===== config.mk =====
export PLATFORM = sky130hd
export DESIGN_NAME = audio_front_top
export DESIGN_NICKNAME = d
export VERILOG_FILES = /design/src/design/audio_front_pkg.sv /design/src/design/audio_front_top.sv /design/src/design/front_end_mux.sv /design/src/design/front_end_regs.sv /design/src/design/sample_rate_strobe.sv /design/src/design/triangle_gen.sv
export SDC_FILE = /design/constraint.sdc
export NUM_CORES = 1
export LEC_CHECK = 0
export ABC_CLOCK_PERIOD_IN_PS = 11140
export BUFFER_PORTS_ARGS = -buffer_cell sky130_fd_sc_hd__buf_2
export CAP_MARGIN = 20
export CORE_ASPECT_RATIO = 0.9
export CORE_UTILIZATION = 35
export CTS_CLUSTER_SIZE = 25
export DETAILED_ROUTE_END_ITERATION = 16
export GPL_TIMING_DRIVEN = 0
export PLACE_DENSITY = 0.66
export SYNTH_ARGS = -nofsm -noshare
export SYNTH_HDL_FRONTEND = slang
export SYNTH_SLANG_ARGS = --single-unit
export TNS_END_PERCENT = 100

===== constraint.sdc =====
create_clock -name clk -period 11.14 [get_ports clk]
set_input_delay 0 -clock clk [delete_from_list [all_inputs] [get_ports clk]]
set_output_delay 0 -clock clk [all_outputs]
set_load 0.03 [all_outputs]

===== src/design/audio_front_pkg.sv =====
`default_nettype none

package audio_front_pkg;

    // audio sample and triangle step, 24-bit two's complement
    typedef logic [23:0] sample_t;
    typedef logic [23:0] step_t;

    // output source select
    typedef enum logic [1:0] {
        src_pcm      = 2'd0,
        src_dc_pos   = 2'd1,
        src_dc_neg   = 2'd2,
        src_triangle = 2'd3
    } src_sel_t;

    // sample rate code and master clock divisor
    typedef logic [2:0]  rate_code_t;
    typedef logic [10:0] div_t;

    localparam rate_code_t rate_192k  = 3'd0;
    localparam rate_code_t rate_96k   = 3'd1;
    localparam rate_code_t rate_48k   = 3'd2;
    localparam rate_code_t rate_88k2  = 3'd3;
    localparam rate_code_t rate_44k1  = 3'd4;

    // strobe period is divisor + 1 master clocks at 49.152 MHz
    localparam div_t div_192k = 11'd255;
    localparam div_t div_96k  = 11'd511;
    localparam div_t div_48k  = 11'd1023;
    localparam div_t div_88k2 = 11'd556;
    localparam div_t div_44k1 = 11'd1114;

    // test levels
    localparam sample_t dc_pos_level    = 24'h7fff00;
    localparam sample_t dc_neg_level    = 24'h8000ff;
    localparam sample_t tri_upper_limit = 24'h7ffffe;

    // axi4-lite register map
    typedef logic [3:0]  axi_addr_t;
    typedef logic [31:0] axi_data_t;

    localparam axi_addr_t addr_ctrl = 4'h0;
    localparam axi_addr_t addr_step = 4'h4;
    localparam axi_addr_t addr_rate = 4'h8;

    localparam logic [1:0] resp_okay = 2'b00;

    // read channel fsm
    typedef enum logic {
        rd_idle,
        rd_resp
    } reg_state_t;

endpackage

`default_nettype wire


===== src/design/audio_front_top.sv =====
`timescale 1ns/1ps
`default_nettype none

module audio_front_top import audio_front_pkg::*; (
    input  wire logic      clk,
    input  wire logic      reset,
    // axi4-lite slave
    input  wire axi_addr_t s_awaddr,
    input  wire logic      s_awvalid,
    output logic           s_awready,
    input  wire axi_data_t s_wdata,
    input  wire logic      s_wvalid,
    output logic           s_wready,
    output logic [1:0]     s_bresp,
    output logic           s_bvalid,
    input  wire logic      s_bready,
    input  wire axi_addr_t s_araddr,
    input  wire logic      s_arvalid,
    output logic           s_arready,
    output axi_data_t      s_rdata,
    output logic [1:0]     s_rresp,
    output logic           s_rvalid,
    input  wire logic      s_rready,
    // pcm in from the receiver
    input  wire logic      l_pcm_valid,
    input  wire sample_t   l_pcm_data,
    input  wire logic      r_pcm_valid,
    input  wire sample_t   r_pcm_data,
    // samples out to the serializer
    output logic           l_out_valid,
    output sample_t        l_out_data,
    output logic           r_out_valid,
    output sample_t        r_out_data
);

    logic       run;
    src_sel_t   src_sel;
    step_t      tri_step;
    rate_code_t rate_code;
    logic       smp_strobe;
    sample_t    tri_value;

    //////////////////////////////////////////////////
    // control registers
    //////////////////////////////////////////////////

    front_end_regs u_regs (
        .clk       (clk),
        .reset     (reset),
        .s_awaddr  (s_awaddr),
        .s_awvalid (s_awvalid),
        .s_awready (s_awready),
        .s_wdata   (s_wdata),
        .s_wvalid  (s_wvalid),
        .s_wready  (s_wready),
        .s_bresp   (s_bresp),
        .s_bvalid  (s_bvalid),
        .s_bready  (s_bready),
        .s_araddr  (s_araddr),
        .s_arvalid (s_arvalid),
        .s_arready (s_arready),
        .s_rdata   (s_rdata),
        .s_rresp   (s_rresp),
        .s_rvalid  (s_rvalid),
        .s_rready  (s_rready),
        .run       (run),
        .src_sel   (src_sel),
        .tri_step  (tri_step),
        .rate_code (rate_code)
    );

    //////////////////////////////////////////////////
    // test signal path
    //////////////////////////////////////////////////

    sample_rate_strobe u_strobe (
        .clk        (clk),
        .reset      (reset),
        .run        (run),
        .rate_code  (rate_code),
        .smp_strobe (smp_strobe)
    );

    triangle_gen u_tri (
        .clk        (clk),
        .reset      (reset),
        .run        (run),
        .smp_strobe (smp_strobe),
        .tri_step   (tri_step),
        .tri_value  (tri_value)
    );

    // output stage
    front_end_mux u_mux (
        .clk         (clk),
        .reset       (reset),
        .run         (run),
        .src_sel     (src_sel),
        .smp_strobe  (smp_strobe),
        .tri_value   (tri_value),
        .l_pcm_valid (l_pcm_valid),
        .r_pcm_valid (r_pcm_valid),
        .l_pcm_data  (l_pcm_data),
        .r_pcm_data  (r_pcm_data),
        .l_out_valid (l_out_valid),
        .r_out_valid (r_out_valid),
        .l_out_data  (l_out_data),
        .r_out_data  (r_out_data)
    );

endmodule

`default_nettype wire


===== src/design/front_end_mux.sv =====
`timescale 1ns/1ps
`default_nettype none

module front_end_mux import audio_front_pkg::*; (
    input  wire logic     clk,
    input  wire logic     reset,
    input  wire logic     run,
    input  wire src_sel_t src_sel,
    input  wire logic     smp_strobe,
    input  wire sample_t  tri_value,
    input  wire logic     l_pcm_valid,
    input  wire logic     r_pcm_valid,
    input  wire sample_t  l_pcm_data,
    input  wire sample_t  r_pcm_data,
    output logic          l_out_valid,
    output logic          r_out_valid,
    output sample_t       l_out_data,
    output sample_t       r_out_data
);

    logic    pcm_mode;
    sample_t test_word;
    logic    l_take;
    logic    r_take;
    sample_t l_word;
    sample_t r_word;

    assign pcm_mode = (src_sel == src_pcm);

    // test signal word, shared by both channels
    always_comb begin
        case (src_sel)
            src_dc_pos:   test_word = dc_pos_level;
            src_dc_neg:   test_word = dc_neg_level;
            src_triangle: test_word = tri_value;
            default:      test_word = '0;
        endcase
    end

    //////////////////////////////////////////////////
    // valid and data source per channel
    //////////////////////////////////////////////////

    // pcm mode follows each channel's own valid
    // test modes follow the sample strobe on both sides
    assign l_take = pcm_mode ? l_pcm_valid : smp_strobe;
    assign r_take = pcm_mode ? r_pcm_valid : smp_strobe;
    assign l_word = pcm_mode ? l_pcm_data : test_word;
    assign r_word = pcm_mode ? r_pcm_data : test_word;

    //////////////////////////////////////////////////
    // output registers
    //////////////////////////////////////////////////

    // data held between valids for the serializer
    always_ff @(posedge clk) begin
        if (reset || !run) begin
            l_out_valid <= 1'b0;
            r_out_valid <= 1'b0;
            l_out_data  <= '0;
            r_out_data  <= '0;
        end else begin
            l_out_valid <= l_take;
            r_out_valid <= r_take;
            if (l_take) begin
                l_out_data <= l_word;
            end
            if (r_take) begin
                r_out_data <= r_word;
            end
        end
    end

endmodule

`default_nettype wire


===== src/design/front_end_regs.sv =====
`timescale 1ns/1ps
`default_nettype none

module front_end_regs import audio_front_pkg::*; (
    input  wire logic      clk,
    input  wire logic      reset,
    // write address and data
    input  wire axi_addr_t s_awaddr,
    input  wire logic      s_awvalid,
    output logic           s_awready,
    input  wire axi_data_t s_wdata,
    input  wire logic      s_wvalid,
    output logic           s_wready,
    // write response
    output logic [1:0]     s_bresp,
    output logic           s_bvalid,
    input  wire logic      s_bready,
    // read address and data
    input  wire axi_addr_t s_araddr,
    input  wire logic      s_arvalid,
    output logic           s_arready,
    output axi_data_t      s_rdata,
    output logic [1:0]     s_rresp,
    output logic           s_rvalid,
    input  wire logic      s_rready,
    // control fields
    output logic           run,
    output src_sel_t       src_sel,
    output step_t          tri_step,
    output rate_code_t     rate_code
);

    logic       aw_ready_q;
    logic       b_pending;
    logic       wr_hs;
    reg_state_t rd_state;
    axi_data_t  rd_word;

    //////////////////////////////////////////////////
    // write channel
    //////////////////////////////////////////////////

    assign s_awready = aw_ready_q;
    assign s_wready  = aw_ready_q;
    assign s_bvalid  = b_pending;
    assign s_bresp   = resp_okay;

    // address and data accepted together
    assign wr_hs = aw_ready_q && s_awvalid && s_wvalid;

    // one cycle ready pulse, none while a response waits
    always_ff @(posedge clk) begin
        if (reset) begin
            aw_ready_q <= 1'b0;
            b_pending  <= 1'b0;
        end else begin
            aw_ready_q <= s_awvalid && s_wvalid && !aw_ready_q && !b_pending;
            if (wr_hs) begin
                b_pending <= 1'b1;
            end else if (s_bready) begin
                b_pending <= 1'b0;
            end
        end
    end

    // register file, full word writes
    always_ff @(posedge clk) begin
        if (reset) begin
            run       <= 1'b0;
            src_sel   <= src_pcm;
            tri_step  <= '0;
            rate_code <= rate_48k;
        end else if (wr_hs) begin
            case (s_awaddr)
                addr_ctrl: begin
                    run     <= s_wdata[0];
                    src_sel <= src_sel_t'(s_wdata[2:1]);
                end
                addr_step: tri_step  <= s_wdata[23:0];
                addr_rate: rate_code <= s_wdata[2:0];
                default: ;
            endcase
        end
    end

    //////////////////////////////////////////////////
    // read channel
    //////////////////////////////////////////////////

    assign s_arready = (rd_state == rd_idle);
    assign s_rvalid  = (rd_state == rd_resp);
    assign s_rresp   = resp_okay;

    // read-back mux, unmapped reads zero
    always_comb begin
        rd_word = '0;
        case (s_araddr)
            addr_ctrl: rd_word[2:0]  = {src_sel, run};
            addr_step: rd_word[23:0] = tri_step;
            addr_rate: rd_word[2:0]  = rate_code;
            default:   rd_word       = '0;
        endcase
    end

    always_ff @(posedge clk) begin
        if (reset) begin
            rd_state <= rd_idle;
        end else begin
            case (rd_state)
                rd_idle: if (s_arvalid) rd_state <= rd_resp;
                rd_resp: if (s_rready) rd_state <= rd_idle;
                default: rd_state <= rd_idle;
            endcase
        end
    end

    // read data captured at the address handshake
    always_ff @(posedge clk) begin
        if (rd_state == rd_idle && s_arvalid) begin
            s_rdata <= rd_word;
        end
    end

endmodule

`default_nettype wire


===== src/design/sample_rate_strobe.sv =====
`timescale 1ns/1ps
`default_nettype none

module sample_rate_strobe import audio_front_pkg::*; (
    input  wire logic       clk,
    input  wire logic       reset,
    input  wire logic       run,
    input  wire rate_code_t rate_code,
    output logic            smp_strobe
);

    div_t div_sel;
    div_t cnt;

    // rate code to divisor, unused codes fall back to 48k
    always_comb begin
        case (rate_code)
            rate_192k: div_sel = div_192k;
            rate_96k:  div_sel = div_96k;
            rate_48k:  div_sel = div_48k;
            rate_88k2: div_sel = div_88k2;
            rate_44k1: div_sel = div_44k1;
            default:   div_sel = div_48k;
        endcase
    end

    //////////////////////////////////////////////////
    // divider counter
    //////////////////////////////////////////////////

    // >= so a smaller new divisor wraps at once
    always_ff @(posedge clk) begin
        if (reset || !run) begin
            cnt        <= '0;
            smp_strobe <= 1'b0;
        end else if (cnt >= div_sel) begin
            cnt        <= '0;
            smp_strobe <= 1'b1;
        end else begin
            cnt        <= cnt + 11'd1;
            smp_strobe <= 1'b0;
        end
    end

endmodule

`default_nettype wire


===== src/design/triangle_gen.sv =====
`timescale 1ns/1ps
`default_nettype none

module triangle_gen import audio_front_pkg::*; (
    input  wire logic  clk,
    input  wire logic  reset,
    input  wire logic  run,
    input  wire logic  smp_strobe,
    input  wire step_t tri_step,
    output sample_t    tri_value
);

    // high while ramping down
    logic dir_down;

    // one extra bit so the compares see no wrap
    logic [24:0] sum_up;
    logic [24:0] diff_dn;
    logic        up_ok;
    logic        dn_ok;

    assign sum_up  = {1'b0, tri_value} + {1'b0, tri_step};
    assign diff_dn = {1'b0, tri_value} - {1'b0, tri_step};

    // room left below the upper limit
    assign up_ok = sum_up < {1'b0, tri_upper_limit};
    // still above one step after the next subtract
    assign dn_ok = !diff_dn[24] && (diff_dn[23:0] > tri_step);

    //////////////////////////////////////////////////
    // ramp accumulator
    //////////////////////////////////////////////////

    always_ff @(posedge clk) begin
        if (reset || !run) begin
            tri_value <= '0;
            dir_down  <= 1'b0;
        end else if (smp_strobe) begin
            if (!dir_down) begin
                if (up_ok) begin
                    tri_value <= sum_up[23:0];
                end else begin
                    // top reached, turn down
                    tri_value <= diff_dn[23:0];
                    dir_down  <= 1'b1;
                end
            end else begin
                if (dn_ok) begin
                    tri_value <= diff_dn[23:0];
                end else begin
                    // bottom reached, turn up
                    tri_value <= sum_up[23:0];
                    dir_down  <= 1'b0;
                end
            end
        end
    end

endmodule

`default_nettype wire


==> impl_metrics.yaml <==
flow_run:
  cap_violations: 0
worst_setup_path:
  cp-end-kind: "flip-flop"
  slowest_stage: "nor4_1"
  path_cells: "inv_1, ha_1, nor2b_1, o31a_1, o311ai_0, nand2_1, a21oi_1, o2111ai_1, a21oi_1, xnor2_1, ha_1, nand4_1, nor4_1, o21ai_0, a21oi_1, a2bb2oi_1, o21a_1, nand2_1, o31a_1, buf_6, buf_6, o21ai_1, o31ai_1"
  cp-start-kind: "flip-flop"
  critPathBufInv: 3
  worst_ep_required_time_ns: 11.43
  cpMostUsedCell: "a21oi_1"
  path_delay_family: "compound AO/OA/AOI/OAI gates"
  arrival_ns: 6.74
  max_stage_delay_ns: 0.63
  critPathMaxFanout: 10
  path_class: "flip-flop to flip-flop"
layout:
  area_growth_pct: 28.9
  antennaDiodeCount: 0
  final_layout_size_suffix_gt1_share_pct: 16.7
  final_common_cell: "buf_2"
  final_cells: 1802
  layout.nets: 1623
  layout_common_cells: "buf_2 (173), a21oi_1 (147), dfxtp_1 (120)"
cts:
  cts_tree: "done"
  cts_buffer_depth: 2
  post_cts_buffers: 0
  clk_pin_slew_ns: 0.07
  htreeDepth: 4
  clkSinkCount: 144
  cts_buffers: 17
  cts-root-buf: "clkbuf_16"
  worstSkewPairLatency_ns: 0.44
detailed_routing:
  route.vias.total: 9585
  drc_errors: 0
  drtIter0Drc: 656
  first_pass_iters: 7
  postRouteAntennaNets: 0
  drt-total-wl_um: 31600
  post_drt_wl_per_cell_um: 17.5
  via_per_inst: 5.32
power:
  leakagePower_uw: 0.00538
  vdd_drop_max_mv: 0.0818
  p_per_area_nw_per_um2: 101
synthesis:
  synth.distinct_cells: 72
  ys_seq_elements: 144
  ys.flop_type: "dfxtp_1"
  netlist_area_um2: 9530
  syn_area_per_cell_um2: 8.21
  ys_warn_count: 0
  synthTopCellsByArea: "dfxtp_1 (25%), ha_1 (11%), a21oi_1 (7.7%)"
  async_flop_share_pct: 0
  synth.yosys.seq_area_share_pct: 32.8
  post_synth_inst_count: 1160
  synth-edff-count: 24
  yosys.area.top_type: "dfxtp_1"
  synth_top_area_share_pct: 25.2
timing:
  fin_crit_ns: 6.45
  slew_violations: 0
  relSlewSlack_pct: 33.3
  setup_viol: 0
  period_share_pct: 57.9
  max_freq_mhz: 155
  hold_viol_final: 0
  rsz0062_at_grt: "no"
  finalSetupTns_ns: 0
  setup_slack_ns: 4.69
  holdWs_ns: 0.0235
  worst_pin_slew_ns: 0.997
  fin_skew_ns: 0.0187
floorplanning:
  die-area_um2: 27900
  fp.dieH_um: 159
  start_util_pct: 36.1
  num_rows: 56
  io_pins: 188
  die_w_um: 176
  core_um2: 26400
placed_design:
  io_buffers: 166
  place_inst: 1686
  dp_hpwl_um: 24500
  gp_congestion: 0.932
  pre_cts_ws_ns: 4.81
grt:
  antenna_found_initial: 1
  grt_overflow: 0
  grt_pass1_vias: 9136
  grt_max_degree: 21
  grt_use_total_pct: 22.4
  grt_pass1_wl_um: 48200
min_path:
  min_path_type: "input port to flip-flop"
outcome:
  status: "finished clean"
[what timing repair did]
action / CTS / global route
resized for setup: 0 / 0
endpoints found under the setup margin: 0 / 0
hold endpoints to repair: 85 / 0
hold buffers: 84 / 0
[synthesized netlist by cell type (all sizes together), types with 12 or more instances]
cell type,n
nor3,20
nor4,13
xor2,14
edfxtp,24
ha,83
nor2b,15
nand2b,12
a21o,15
dfxtp,120
buf,31
inv,66
clkbuf,49
xnor2,36
o21a,27
o21ai,39
and2,24
nor2,110
a211oi,68
a21oi,147
nand2,94
mux2i,16
nand3,22
[metrics by stage]
stage                     power, uW  area [um^2]  utilization, %
after floorplan                 597         9570               -
after global placement          632        10800            41.0
after detailed placement        633        10900            41.1
after CTS                      1240        12300            46.5
after global routing           1280        12300            46.5
final                          1240        12300            46.5
[sequential cells by signal, indices dropped and copies added (netlist names), 2 cells and up]
signal / cells
u_regs.tri_step: 24
u_regs.rate_code: 3
u_mux.l_out_data: 24
u_regs.src_sel: 2
u_strobe.cnt: 11
u_regs.s_rdata: 24
u_tri.tri_value: 24
u_mux.r_out_data: 24
[metal layers]
metal	track usage, %	wire length [um]	vias to the layer above
li1	-	-	4705
met1	27.8	13800	4536
met5	0	0	-
met4	7.70	715	0
met2	38.9	15400	297
met3	4.20	1670	47
[where the power goes]
group	internal, uW	leakage, uW	switching, uW
registers	533	0.00121	1.83
clock network	319	0.000286	272
logic	51.0	0.00389	59.5
[worst paths after layout]
check	from	end	slack [ns]	cells after the start
setup / recovery	u_regs.tri_step[1]	u_tri.tri_value[13]	4.69	23
hold / removal	s_awaddr[0]	u_regs.rate_code[1]	0.02	4
setup reg to reg	u_regs.tri_step[1]	u_tri.tri_value[13]	4.69	23
hold reg to reg	u_regs.s_bvalid	u_regs.s_awready	0.45	1
[area by class of cell]
cell class / count / area, um^2
multi-input cells: 881 / 5820
flip-flops and latches: 144 / 3120
inverters: 66 / 248
clock buffers: 17 / 425
well taps: 348 / 435
clock inverters: 15 / 165
fillers: 2569 / 14100
repair buffers: 251 / 1690
plain buffers: 80 / 384
[kinds of logic after synthesis]
logic type               synth area share (%)
other                                  0.0394
flip-flops                               32.8
AO/OA/AOI/OAI                            25.8
XOR/XNOR                                 4.60
adder cells (fa/ha/maj)                  11.3
multiplexers                             1.68
AND/OR/NAND/NOR                          17.1
buffers and inverters                    6.63
[worst register-to-register path, delay by kind of cell, from the launching register on]
| family | cells | cell delay, ns |
|---|---|---|
| AND/OR/NAND/NOR | 5 | 1.34 |
| AO/OA/AOI/OAI | 12 | 3.16 |
| XOR/XNOR | 1 | 0.15 |
| flip-flops | 1 | 0.47 |
| buffers and inverters | 3 | 0.48 |
| adder cells (fa/ha/maj) | 2 | 0.73 |
(Power assumes the default switching activity.)
